**config.mk**
```make
export PLATFORM = sky130hd
export DESIGN_NAME = step_motor_controller
export DESIGN_NICKNAME = d
export VERILOG_FILES = /design/src/verilog/stepper_pkg.sv /design/src/verilog/pwm_generator.sv /design/src/verilog/step_motor_controller.sv /design/src/verilog/step_sequencer.sv /design/src/verilog/stepper_regs.sv /design/src/verilog/tick_prescaler.sv
export SDC_FILE = /design/constraint.sdc
export NUM_CORES = 1
export LEC_CHECK = 0
export BUFFER_PORTS_ARGS = -buffer_cell sky130_fd_sc_hd__buf_2
export CORE_ASPECT_RATIO = 1.2
export CORE_UTILIZATION = 52
export DETAILED_ROUTE_END_ITERATION = 7
export GPL_TIMING_DRIVEN = 0
export PLACE_DENSITY_LB_ADDON = 0.05
export RECOVER_POWER = 100
export SYNTH_ARGS = -nofsm -noshare
export SYNTH_HDL_FRONTEND = slang
export SYNTH_SLANG_ARGS = --single-unit
```
**constraint.sdc**
```tcl
create_clock -name clk -period 2.2 [get_ports clk]
set_input_delay 0.55 -clock clk [delete_from_list [all_inputs] [get_ports clk]]
set_output_delay 0.55 -clock clk [all_outputs]
set_load 0.05 [all_outputs]
```
**src/verilog/stepper_pkg.sv**
```systemverilog
// Stepper controller shared widths, register map, coil table and types

package stepper_pkg;

  localparam int PSIZE_DEF = 16; // Prescaler counter width
  localparam int DSIZE_DEF = 16; // Step delay counter width

  typedef logic [7:0]  duty_t;        // PWM duty cycle
  typedef logic [15:0] cycles_t;      // Remaining steps
  typedef logic [2:0]  motor_state_t; // Index into the coil table

  typedef struct packed {
    logic b2;
    logic b1;
    logic a2;
    logic a1;
  } coil_t;

  // Half-step sequence, written b2 b1 a2 a1
  localparam coil_t COIL_TABLE [0:7] = '{
    4'b1001,
    4'b0001,
    4'b0011,
    4'b0010,
    4'b0110,
    4'b0100,
    4'b1100,
    4'b1000
  };

  typedef enum logic {UNIPOLAR = 1'b0, BIPOLAR = 1'b1} motor_type_e;
  typedef enum logic {FULL_STEP = 1'b0, HALF_STEP = 1'b1} drive_mode_e;

  typedef enum logic [2:0] {
    REG_CONFIG  = 3'd0,
    REG_DIVIDER = 3'd1,
    REG_PERIOD  = 3'd2,
    REG_STEP    = 3'd3
  } reg_addr_e;

  typedef struct packed {
    motor_type_e motor_type;
    drive_mode_e drive_mode;
    logic        direction;  // 0 counts up the table
  } motor_cfg_t;

  localparam int CONFIG_EN_BIT   = 31;
  localparam int CONFIG_TYPE_BIT = 30;
  localparam int CONFIG_MODE_BIT = 29;
  localparam int STEP_RUN_BIT    = 31;
  localparam int STEP_DIR_BIT    = 30;
  localparam int STEP_FREE_BIT   = 29;

endpackage

```
**src/verilog/pwm_generator.sv**
```systemverilog
// PWM generator counting ticks into a duty level and a period start pulse
`timescale 1ns/1ps

module pwm_generator
  import stepper_pkg::*;
(
  input  logic  clk,
  input  logic  rst_n,
  input  logic  enable_i, // Low clears counter and outputs
  input  logic  tick_i,
  input  duty_t duty_i,
  output logic  start_o,  // One cycle per PWM period
  output logic  pwm_o
);

  duty_t count_q;
  logic  start_q;
  logic  pwm_q;

  always_ff @(posedge clk) begin
    if (!rst_n || !enable_i) begin
      count_q <= '0;
      start_q <= 1'b0;
      pwm_q   <= 1'b0;
    end else begin
      if (tick_i) begin
        count_q <= count_q + 1'b1; // Wraps 255 to 0
      end
      start_q <= tick_i && (count_q == 8'hFF);
      pwm_q   <= (count_q <= duty_i); // duty+1 ticks high
    end
  end

  assign start_o = start_q;
  assign pwm_o   = pwm_q;

  start_after_tick: assert property (@(posedge clk) disable iff (!rst_n)
    start_o |-> $past(tick_i))
    else $error("start_o without a tick in the previous cycle");

endmodule

```
**src/verilog/step_motor_controller.sv**
```systemverilog
// Stepper motor controller top with Wishbone registers and the coil drive chain
`timescale 1ns/1ps

module step_motor_controller
  import stepper_pkg::*;
#(
  parameter int PSIZE = PSIZE_DEF, // Prescaler width
  parameter int DSIZE = DSIZE_DEF  // Step delay width
) (
  input  logic        clk,
  input  logic        rst_n,
  input  logic        wbs_cyc_i,
  input  logic        wbs_stb_i,
  input  logic        wbs_we_i,
  input  logic [31:0] wbs_adr_i,
  input  logic [31:0] wbs_dat_i,
  input  logic [3:0]  wbs_sel_i,
  output logic [31:0] wbs_dat_o,
  output logic        wbs_ack_o,
  output coil_t       motor_o
);

  logic             enable;
  logic [PSIZE-1:0] divider;
  duty_t            duty;
  logic [DSIZE-1:0] period;
  motor_cfg_t       motor_cfg;
  logic             run;
  logic             step_strobe;
  logic             tick;
  logic             start;
  logic             pwm;

  stepper_regs #(.PSIZE(PSIZE), .DSIZE(DSIZE)) u_regs (
    .clk(clk), .rst_n(rst_n),
    .wbs_cyc_i(wbs_cyc_i), .wbs_stb_i(wbs_stb_i), .wbs_we_i(wbs_we_i),
    .wbs_adr_i(wbs_adr_i), .wbs_dat_i(wbs_dat_i), .wbs_sel_i(wbs_sel_i),
    .wbs_dat_o(wbs_dat_o), .wbs_ack_o(wbs_ack_o),
    .step_strobe_i(step_strobe),
    .enable_o(enable), .divider_o(divider), .duty_o(duty),
    .period_o(period), .motor_cfg_o(motor_cfg), .run_o(run)
  );

  tick_prescaler #(.PSIZE(PSIZE)) u_prescaler (
    .clk(clk), .rst_n(rst_n), .enable_i(enable),
    .divider_i(divider), .tick_o(tick)
  );

  pwm_generator u_pwm (
    .clk(clk), .rst_n(rst_n), .enable_i(enable), .tick_i(tick),
    .duty_i(duty), .start_o(start), .pwm_o(pwm)
  );

  step_sequencer #(.DSIZE(DSIZE)) u_sequencer (
    .clk(clk), .rst_n(rst_n), .enable_i(enable), .run_i(run),
    .period_i(period), .motor_cfg_i(motor_cfg), .start_i(start),
    .pwm_i(pwm), .step_strobe_o(step_strobe), .motor_o(motor_o)
  );

endmodule

```
**src/verilog/step_sequencer.sv**
```systemverilog
// Step sequencer timing motor steps and mapping the coil table to the outputs
`timescale 1ns/1ps

module step_sequencer
  import stepper_pkg::*;
#(
  parameter int DSIZE = DSIZE_DEF // Delay counter width
) (
  input  logic             clk,
  input  logic             rst_n,
  input  logic             enable_i,     // Low clears all state
  input  logic             run_i,
  input  logic [DSIZE-1:0] period_i,     // PWM periods per step, minus one
  input  motor_cfg_t       motor_cfg_i,
  input  logic             start_i,      // PWM period start
  input  logic             pwm_i,
  output logic             step_strobe_o,
  output coil_t            motor_o
);

  logic [DSIZE-1:0] delay_q;
  motor_state_t     state_q;
  logic             strobe_q;
  logic             pwm_d;
  coil_t            motor_q;
  motor_state_t     table_idx;
  coil_t            entry;
  coil_t            mapped;
  logic             step_due;

  assign step_due = run_i && start_i && (delay_q >= period_i);

  ////////////////////
  // Step timing
  ////////////////////
  always_ff @(posedge clk) begin
    if (!rst_n || !enable_i) begin
      delay_q  <= '0;
      state_q  <= '0;
      strobe_q <= 1'b0;
    end else begin
      if (!run_i) begin
        delay_q <= '0;
      end else if (start_i) begin
        if (delay_q < period_i) begin
          delay_q <= delay_q + 1'b1;
        end else begin
          delay_q <= '0;
          if (!motor_cfg_i.direction) begin
            state_q <= state_q + 1'b1; // Forward through the table
          end else begin
            state_q <= state_q - 1'b1;
          end
        end
      end
      strobe_q <= step_due;
    end
  end

  ////////////////////
  // Coil mapping
  ////////////////////
  always_comb begin
    table_idx    = state_q;
    if (motor_cfg_i.drive_mode == FULL_STEP) begin
      table_idx[0] = 1'b0; // Two coils on at every step
    end
    entry  = COIL_TABLE[table_idx];
    mapped = entry;
    if (motor_cfg_i.motor_type == BIPOLAR) begin
      mapped.a2 = entry.b1; // Bridge wiring swaps a2 and b1
      mapped.b1 = entry.a2;
    end
  end

  always_ff @(posedge clk) begin
    if (!rst_n || !enable_i) begin
      pwm_d   <= 1'b0;
      motor_q <= '0;
    end else begin
      pwm_d   <= pwm_i;
      motor_q <= mapped & {4{pwm_d}}; // Coils follow pwm by 2 cycles
    end
  end

  assign step_strobe_o = strobe_q;
  assign motor_o       = motor_q;

  coils_off_when_disabled: assert property (@(posedge clk) disable iff (!rst_n)
    !$past(enable_i, 2) |-> (motor_o == '0))
    else $error("Coils driven two cycles after disable");

endmodule

```
**src/verilog/stepper_regs.sv**
```systemverilog
// Wishbone register slave with configuration, run control and step countdown
`timescale 1ns/1ps

module stepper_regs
  import stepper_pkg::*;
#(
  parameter int PSIZE = PSIZE_DEF, // Prescaler width
  parameter int DSIZE = DSIZE_DEF  // Step delay width
) (
  input  logic             clk,
  input  logic             rst_n,
  input  logic             wbs_cyc_i,
  input  logic             wbs_stb_i,
  input  logic             wbs_we_i,
  input  logic [31:0]      wbs_adr_i,
  input  logic [31:0]      wbs_dat_i,
  input  logic [3:0]       wbs_sel_i,
  output logic [31:0]      wbs_dat_o,
  output logic             wbs_ack_o,
  input  logic             step_strobe_i, // One pulse per motor step
  output logic             enable_o,
  output logic [PSIZE-1:0] divider_o,
  output duty_t            duty_o,
  output logic [DSIZE-1:0] period_o,
  output motor_cfg_t       motor_cfg_o,
  output logic             run_o
);

  logic             req;
  logic             ack_q;
  reg_addr_e        addr;
  logic [31:0]      wmask;
  logic [31:0]      rd_word;
  logic [31:0]      wr_word;
  logic             step_wr;
  logic             enable_q;
  logic [PSIZE-1:0] divider_q;
  duty_t            duty_q;
  logic [DSIZE-1:0] period_q;
  motor_cfg_t       cfg_q;
  logic             run_q;
  logic             free_q;
  cycles_t          cycles_q;

  assign req     = wbs_cyc_i && wbs_stb_i && !ack_q; // New access
  assign addr    = reg_addr_e'(wbs_adr_i[4:2]);
  assign wmask   = {{8{wbs_sel_i[3]}}, {8{wbs_sel_i[2]}}, {8{wbs_sel_i[1]}}, {8{wbs_sel_i[0]}}};
  assign wr_word = (rd_word & ~wmask) | (wbs_dat_i & wmask); // Byte merge
  assign step_wr = req && wbs_we_i && (addr == REG_STEP);

  ////////////////////
  // Readback
  ////////////////////
  always_comb begin
    rd_word = '0;
    case (addr)
      REG_CONFIG: begin
        rd_word[CONFIG_EN_BIT]   = enable_q;
        rd_word[CONFIG_TYPE_BIT] = cfg_q.motor_type;
        rd_word[CONFIG_MODE_BIT] = cfg_q.drive_mode;
        rd_word[7:0]             = duty_q;
      end
      REG_DIVIDER: rd_word = 32'(divider_q); // Upper bits zero
      REG_PERIOD:  rd_word = 32'(period_q);
      REG_STEP: begin
        rd_word[STEP_RUN_BIT]  = run_q;
        rd_word[STEP_DIR_BIT]  = cfg_q.direction;
        rd_word[STEP_FREE_BIT] = free_q;
        rd_word[15:0]          = cycles_q;
      end
      default: rd_word = '0; // Unmapped
    endcase
  end

  always_ff @(posedge clk) begin
    if (!rst_n) begin
      ack_q <= 1'b0;
    end else begin
      ack_q <= req;
    end
  end

  always_ff @(posedge clk) begin
    if (req) begin
      wbs_dat_o <= rd_word; // Old value on a write
    end
  end

  ////////////////////
  // Write path
  ////////////////////
  always_ff @(posedge clk) begin
    if (!rst_n) begin
      enable_q  <= 1'b0;
      divider_q <= '0;
      duty_q    <= '0;
      period_q  <= '0;
      cfg_q     <= '{motor_type: UNIPOLAR, drive_mode: FULL_STEP, direction: 1'b0};
      free_q    <= 1'b0;
    end else if (req && wbs_we_i) begin
      case (addr)
        REG_CONFIG: begin
          enable_q         <= wr_word[CONFIG_EN_BIT];
          cfg_q.motor_type <= motor_type_e'(wr_word[CONFIG_TYPE_BIT]);
          cfg_q.drive_mode <= drive_mode_e'(wr_word[CONFIG_MODE_BIT]);
          duty_q           <= wr_word[7:0];
        end
        REG_DIVIDER: divider_q <= wr_word[PSIZE-1:0];
        REG_PERIOD:  period_q  <= wr_word[DSIZE-1:0];
        REG_STEP: begin
          cfg_q.direction <= wr_word[STEP_DIR_BIT]; // Unchanged unless top byte set
          free_q          <= wr_word[STEP_FREE_BIT];
        end
        default: ;
      endcase
    end
  end

  // Run flag and step countdown
  always_ff @(posedge clk) begin
    if (!rst_n) begin
      run_q    <= 1'b0;
      cycles_q <= '0;
    end else begin
      if (step_wr && wbs_sel_i[3]) begin
        run_q <= wr_word[STEP_RUN_BIT];
      end else if (step_strobe_i && (cycles_q == '0) && !free_q) begin
        run_q <= 1'b0; // Last counted step done
      end
      if (step_wr) begin
        cycles_q <= wr_word[15:0];
      end else if (step_strobe_i && (cycles_q != '0)) begin
        cycles_q <= cycles_q - 1'b1;
      end
    end
  end

  assign wbs_ack_o   = ack_q;
  assign enable_o    = enable_q;
  assign divider_o   = divider_q;
  assign duty_o      = duty_q;
  assign period_o    = period_q;
  assign motor_cfg_o = cfg_q;
  assign run_o       = run_q;

  ack_one_cycle: assert property (@(posedge clk) disable iff (!rst_n)
    wbs_ack_o |=> !wbs_ack_o)
    else $error("wbs_ack_o held for more than one cycle");

endmodule

```
**src/verilog/tick_prescaler.sv**
```systemverilog
// Clock divider giving one PWM resolution tick every divider+1 cycles
`timescale 1ns/1ps

module tick_prescaler
  import stepper_pkg::*;
#(
  parameter int PSIZE = PSIZE_DEF // Counter width
) (
  input  logic             clk,
  input  logic             rst_n,
  input  logic             enable_i,  // Low holds the counter cleared
  input  logic [PSIZE-1:0] divider_i,
  output logic             tick_o
);

  logic [PSIZE-1:0] count_q;
  logic             tick_q;

  always_ff @(posedge clk) begin
    if (!rst_n || !enable_i) begin
      count_q <= '0;
      tick_q  <= 1'b0;
    end else if (count_q >= divider_i) begin
      count_q <= '0;   // Also catches a divider lowered on the fly
      tick_q  <= 1'b1;
    end else begin
      count_q <= count_q + 1'b1;
      tick_q  <= 1'b0;
    end
  end

  assign tick_o = tick_q;

endmodule
```
==> flow_summary.html <==
<table>
<tr><th>Metric</th><th>Value</th></tr>
<tr><th colspan="2">Synthesis</th></tr>
<tr><td>Sequential area share after synthesis</td><td>40.47%</td></tr>
<tr><td>Post-Synthesis Mean Instance Area</td><td>9.230 um2</td></tr>
<tr><td>Number of unique standard cell types used by synthesis</td><td>56</td></tr>
<tr><td>Asr flop ratio synth</td><td>0%</td></tr>
<tr><td>Gate Count Post-Synth</td><td>769</td></tr>
<tr><td>Dominant synthesized flop cell</td><td>sky130_fd_sc_hd__dfxtp_1</td></tr>
<tr><td>Yosys warns</td><td>0</td></tr>
<tr><td>Netlist area before placement</td><td>0.007098 mm2</td></tr>
<tr><td>Number of storage elements in the synthesis netlist</td><td>134</td></tr>
<tr><td>EDFF count, synth</td><td>19</td></tr>
<tr><th colspan="2">Routing</th></tr>
<tr><td>WL per Instance</td><td>17.85 um</td></tr>
<tr><td>Count of TritonRoute iterations in the first routing pass</td><td>5</td></tr>
<tr><td>Iter 0 DRT Violations</td><td>269</td></tr>
<tr><td>Vias per Instance</td><td>5.640</td></tr>
<tr><td>Vias after detailed routing</td><td>5854</td></tr>
<tr><td>WL final</td><td>18.52 mm</td></tr>
<tr><td>DRC</td><td>0</td></tr>
<tr><td>Remaining antenna violation count after routing</td><td>0</td></tr>
<tr><th colspan="2">Setup path</th></tr>
<tr><td>Startpoint-to-endpoint class of the critical path</td><td>reg -&gt; reg</td></tr>
<tr><td>Reg2reg path depth</td><td>9</td></tr>
<tr><td>Worst-path fanout max</td><td>10</td></tr>
<tr><td>CP peak stage delay</td><td>390 ps</td></tr>
<tr><td>Type of element launching the critical path</td><td>register</td></tr>
<tr><td>Cells along the critical path</td><td>inv_1 &gt; ha_1 &gt; a21oi_1 &gt; a31oi_1 &gt; o21bai_2 &gt; nand3_2 &gt; a21o_1 &gt; clkbuf_4 &gt; nor2_1</td></tr>
<tr><td>Endpoint of the worst register-to-register path</td><td>u_sequencer.delay_q[8]$_SDFFE_PP0P_</td></tr>
<tr><td>Slowest cell on the critical path</td><td>sky130_fd_sc_hd__dfxtp_1</td></tr>
<tr><td>Required time of the worst setup path</td><td>2550 ps</td></tr>
<tr><td>Endpoint class of the critical path</td><td>register</td></tr>
<tr><td>Worst R2R Setup Slack</td><td>50 ps</td></tr>
<tr><td>FF-to-FF Start</td><td>u_regs.period_o[7]$_SDFFE_PN0P_</td></tr>
<tr><td>Data arrival time of the critical path</td><td>2500 ps</td></tr>
<tr><th colspan="2">CTS</th></tr>
<tr><td>Hold-fix buffers at CTS</td><td>0</td></tr>
<tr><td>Later-pin clock latency in the skew report</td><td>420 ps</td></tr>
<tr><td>Root buf cell</td><td>sky130_fd_sc_hd__clkbuf_16</td></tr>
<tr><td>CTS H-Tree Depth</td><td>4</td></tr>
<tr><td>TritonCTS buffer count</td><td>17</td></tr>
<tr><td>Clock transition time at the flip-flop clock pins of the worst setup and hold paths</td><td>60 ps</td></tr>
<tr><td>Clock net sink count</td><td>134</td></tr>
<tr><td>Longest Clk Path Bufs</td><td>2</td></tr>
<tr><td>TritonCTS clock tree</td><td>built</td></tr>
<tr><th colspan="2">Cells and area</th></tr>
<tr><td>Area Overhead vs Synth</td><td>17.96%</td></tr>
<tr><td>Layout cells sized above 1</td><td>15.63%</td></tr>
<tr><td>Antenna fix cells</td><td>0</td></tr>
<tr><td>Nets@finish</td><td>976</td></tr>
<tr><td>Fillers</td><td>1137</td></tr>
<tr><th colspan="2">Placement</th></tr>
<tr><td>Routability congestion estimate from global placement</td><td>0.8866</td></tr>
<tr><td>Count of buffers from port buffering</td><td>49</td></tr>
<tr><td>Total half-perimeter wirelength after legalization and detailed placement</td><td>13.46 mm</td></tr>
<tr><th colspan="2">Global route</th></tr>
<tr><td>Met3 global-route usage</td><td>4.246%</td></tr>
<tr><td>Wire length of the first global-routing pass</td><td>29.29 mm</td></tr>
<tr><td>Initial antenna violation count</td><td>0</td></tr>
<tr><td>Maximum number of pins on one net before global-route repair</td><td>22</td></tr>
<tr><td>Number of global-route vias before repair</td><td>5816</td></tr>
<tr><td>Top Usage Layer GRT</td><td>met2</td></tr>
<tr><td>Gr ovfl total</td><td>0</td></tr>
<tr><td>Met2 Usage GRT</td><td>48.25%</td></tr>
<tr><td>Met1 global-route usage</td><td>32.43%</td></tr>
<tr><td>GRT Util Overall</td><td>27.38%</td></tr>
<tr><th colspan="2">STA</th></tr>
<tr><td>Tmin final</td><td>2152 ps</td></tr>
<tr><td>Worst setup skew after layout</td><td>6.203 ps</td></tr>
<tr><td>Number of failing hold endpoints at the final stage</td><td>0</td></tr>
<tr><td>Remaining max-slew budget at the tightest pin</td><td>55.39%</td></tr>
<tr><td>Tcrit/Tclk final</td><td>97.83%</td></tr>
<tr><td>Tightest hold margin</td><td>435.2 ps</td></tr>
<tr><td>Final-report setup violation count</td><td>0</td></tr>
<tr><td>Highest clock rate</td><td>464.6 MHz</td></tr>
<tr><td>Final number of max-transition violations</td><td>0</td></tr>
<tr><td>Worst Max-Slew Pin Slew</td><td>669.2 ps</td></tr>
<tr><th colspan="2">Floorplanning</th></tr>
<tr><td>Placeable Area</td><td>0.01330 mm2</td></tr>
<tr><td>Io pins</td><td>110</td></tr>
<tr><td>DIE AREA</td><td>0.01412 mm2</td></tr>
<tr><td>Die X-Extent</td><td>108.7 um</td></tr>
<tr><td>Vertical die dimension</td><td>130.0 um</td></tr>
<tr><td>Effective utilization at floorplan</td><td>53.39%</td></tr>
<tr><td>Row count</td><td>46</td></tr>
<tr><th colspan="2">Power</th></tr>
<tr><td>Static Leak</td><td>3.917 nW</td></tr>
<tr><td>Power density over the cells</td><td>704.7 mW/mm2</td></tr>
<tr><td>Worst vdd ir</td><td>444.7 uV</td></tr>
<tr><td>Total power consumption of the routed design</td><td>5.901 mW</td></tr>
<tr><th colspan="2">Job</th></tr>
<tr><td>Max Cap Viol</td><td>0</td></tr>
<tr><th colspan="2">Outcome</th></tr>
<tr><td>Run status</td><td>complete, no violations</td></tr>
<tr><th colspan="2">Hold path</th></tr>
<tr><td>End point of the most critical hold path</td><td>u_regs.run_o$_SDFFE_PN0P_</td></tr>
<tr><td>Worst Hold Path Cells</td><td>3</td></tr>
<tr><td>Worst min-delay path startpoint</td><td>wbs_dat_i[31]</td></tr>
<tr><td>Hold/Removal Path Class</td><td>in -&gt; reg</td></tr>
</table>
## cells by family (layout without fill, tap and decap cells)
group | after synthesis | after routing | synth area share (%)
xor+xnor | 48 | 48 | 5.923
fa+ha+maj | 46 | 46 | 8.214
buf+inv | 104 | 192 | 6.275
flops | 134 | 134 | 40.47
compound gates | 140 | 140 | 15.41
mux | 31 | 31 | 5.923
other cells | 1 | 13 | 0.05283
simple gates | 265 | 266 | 17.73
## through the flow
step | area (um2) | std cells | setup WS [ps] | util [%] | setup TNS (ps)
2_1_floorplan | 7144 | 781 | 20.59 | - | 0
3_3_place_gp | 7600 | 998 | -614.3 | 57.16 | -31420
3_5_place_dp | 7600 | 998 | -662.6 | 57.16 | -36860
4_1_cts | 8274 | 1033 | 5.833 | 62.23 | 0
5_1_grt | 8373 | 1038 | -4.349 | 62.98 | -13.21
6_report | 8373 | 1038 | 47.66 | 62.98 | 0
## where the power goes
| part | internal (mW) | leakage (nW) | switching [mW] |
|---|---|---|---|
| combinational | 0.124 | 2.52 | 0.281 |
| sequential | 2.51 | 1.11 | 0.0199 |
| clock | 1.91 | 0.296 | 1.06 |
| total | 4.54 | 3.92 | 1.36 |
## flip-flops by register name (all words and copies together), names as in the netlist, 3 cells and up
signal,count
u_regs.divider_o,16
u_sequencer.motor_o,4
u_sequencer.delay_q,16
u_pwm.count_q,8
u_regs.wbs_dat_o,19
u_sequencer.state_q,3
u_regs.cycles_q,16
u_regs.period_o,16
u_prescaler.count_q,16
u_regs.duty_o,8
u_regs.motor_cfg_o,3
## synthesized netlist by cell type (13+ instances only)
master | count | area [um2]
sky130_fd_sc_hd__nand4_1 | 19 | 118.9
sky130_fd_sc_hd__xnor2_1 | 23 | 201.4
sky130_fd_sc_hd__nor3_1 | 16 | 80.08
sky130_fd_sc_hd__o211a_1 | 58 | 580.6
sky130_fd_sc_hd__a21oi_1 | 30 | 150.1
sky130_fd_sc_hd__inv_1 | 54 | 202.7
sky130_fd_sc_hd__nor2b_1 | 14 | 87.58
sky130_fd_sc_hd__clkbuf_1 | 28 | 105.1
sky130_fd_sc_hd__mux2i_1 | 15 | 150.1
sky130_fd_sc_hd__dfxtp_1 | 115 | 2302
sky130_fd_sc_hd__nand3_1 | 21 | 105.1
sky130_fd_sc_hd__edfxtp_1 | 19 | 570.6
sky130_fd_sc_hd__ha_1 | 45 | 563.0
sky130_fd_sc_hd__xor2_1 | 25 | 219.0
sky130_fd_sc_hd__o21ai_0 | 13 | 65.06
sky130_fd_sc_hd__nand2_1 | 89 | 334.1
sky130_fd_sc_hd__buf_4 | 13 | 97.59
sky130_fd_sc_hd__nor2_1 | 69 | 259.0
## worst max-delay path, delay by kind of cell, from the launching register on
family          cells  cell delay, ps
buf+inv             2             260
simple gates        2             280
compound gates      4             800
fa+ha+maj           1             340
flops               1             390
## how the worst max path moves through the flow
stage / start / endpoint
final: u_regs.period_o[7]$_SDFFE_PN0P_ / u_sequencer.delay_q[8]$_SDFFE_PP0P_
after global routing: u_regs.period_o[9]$_SDFFE_PN0P_ / u_sequencer.delay_q[14]$_SDFFE_PP0P_
after CTS: u_regs.wbs_ack_o$_SDFF_PN0_ / u_regs.duty_o[4]$_SDFFE_PN0P_
after detailed placement: wbs_stb_i / u_regs.period_o[10]$_SDFFE_PN0P_
after global placement: wbs_stb_i / u_regs.period_o[9]$_SDFFE_PN0P_
after floorplan: u_regs.wbs_ack_o$_SDFF_PN0_ / u_regs.divider_o[2]$_SDFFE_PN0P_
## area by class of cell
class / instances / area [um2] / area share [%]
clock buffers: 21 / 450.4 / 5.380
flip-flops and latches: 134 / 2874 / 34.32
well taps: 168 / 210.2 / 2.510
inverters: 54 / 202.7 / 2.421
repair buffers: 56 / 266.5 / 3.183
plain buffers: 50 / 267.8 / 3.198
multi-input cells: 544 / 3946 / 47.13
clock inverters: 11 / 155.1 / 1.853
## what timing repair did
| item | in CTS | in global routing |
|---|---|---|
| endpoints found under the setup margin | 82 | 91 |
| gates resized for setup | 19 | 29 |
| gates cloned | 0 | 2 |
| pin swaps | 2 | 6 |
| buffers inserted | 3 | 3 |
## per-layer routing
metal | part of all wire, % | vias up
met2 | 51 | 160
met3 | 3.9 | 42
met4 | 2.9 | 0
met5 | 0 | -
met1 | 42 | 2802
li1 | - | 2850
## layout by cell type (no fill, tap or decap), types with 9 or more instances in the layout
| cell | n |
|---|---|
| sky130_fd_sc_hd__dfxtp_1 | 114 |
| sky130_fd_sc_hd__nand2_1 | 89 |
| sky130_fd_sc_hd__nor2_1 | 67 |
| sky130_fd_sc_hd__o211a_1 | 58 |
| sky130_fd_sc_hd__inv_1 | 54 |
| sky130_fd_sc_hd__ha_1 | 45 |
| sky130_fd_sc_hd__clkbuf_1 | 44 |
| sky130_fd_sc_hd__buf_2 | 29 |
| sky130_fd_sc_hd__a21oi_1 | 29 |
| sky130_fd_sc_hd__xor2_1 | 25 |
| sky130_fd_sc_hd__xnor2_1 | 23 |
| sky130_fd_sc_hd__buf_4 | 21 |
| sky130_fd_sc_hd__nand3_1 | 20 |
| sky130_fd_sc_hd__nand4_1 | 19 |
| sky130_fd_sc_hd__edfxtp_1 | 19 |
| sky130_fd_sc_hd__clkbuf_16 | 17 |
| sky130_fd_sc_hd__nor2b_1 | 14 |
| sky130_fd_sc_hd__nor3_1 | 13 |
| sky130_fd_sc_hd__conb_1 | 13 |
| sky130_fd_sc_hd__a21o_1 | 12 |
| sky130_fd_sc_hd__o21ai_0 | 12 |
| sky130_fd_sc_hd__mux2i_1 | 12 |
| sky130_fd_sc_hd__clkbuf_2 | 11 |
| sky130_fd_sc_hd__and3_1 | 9 |
Power figures use the tool's default switching activity.
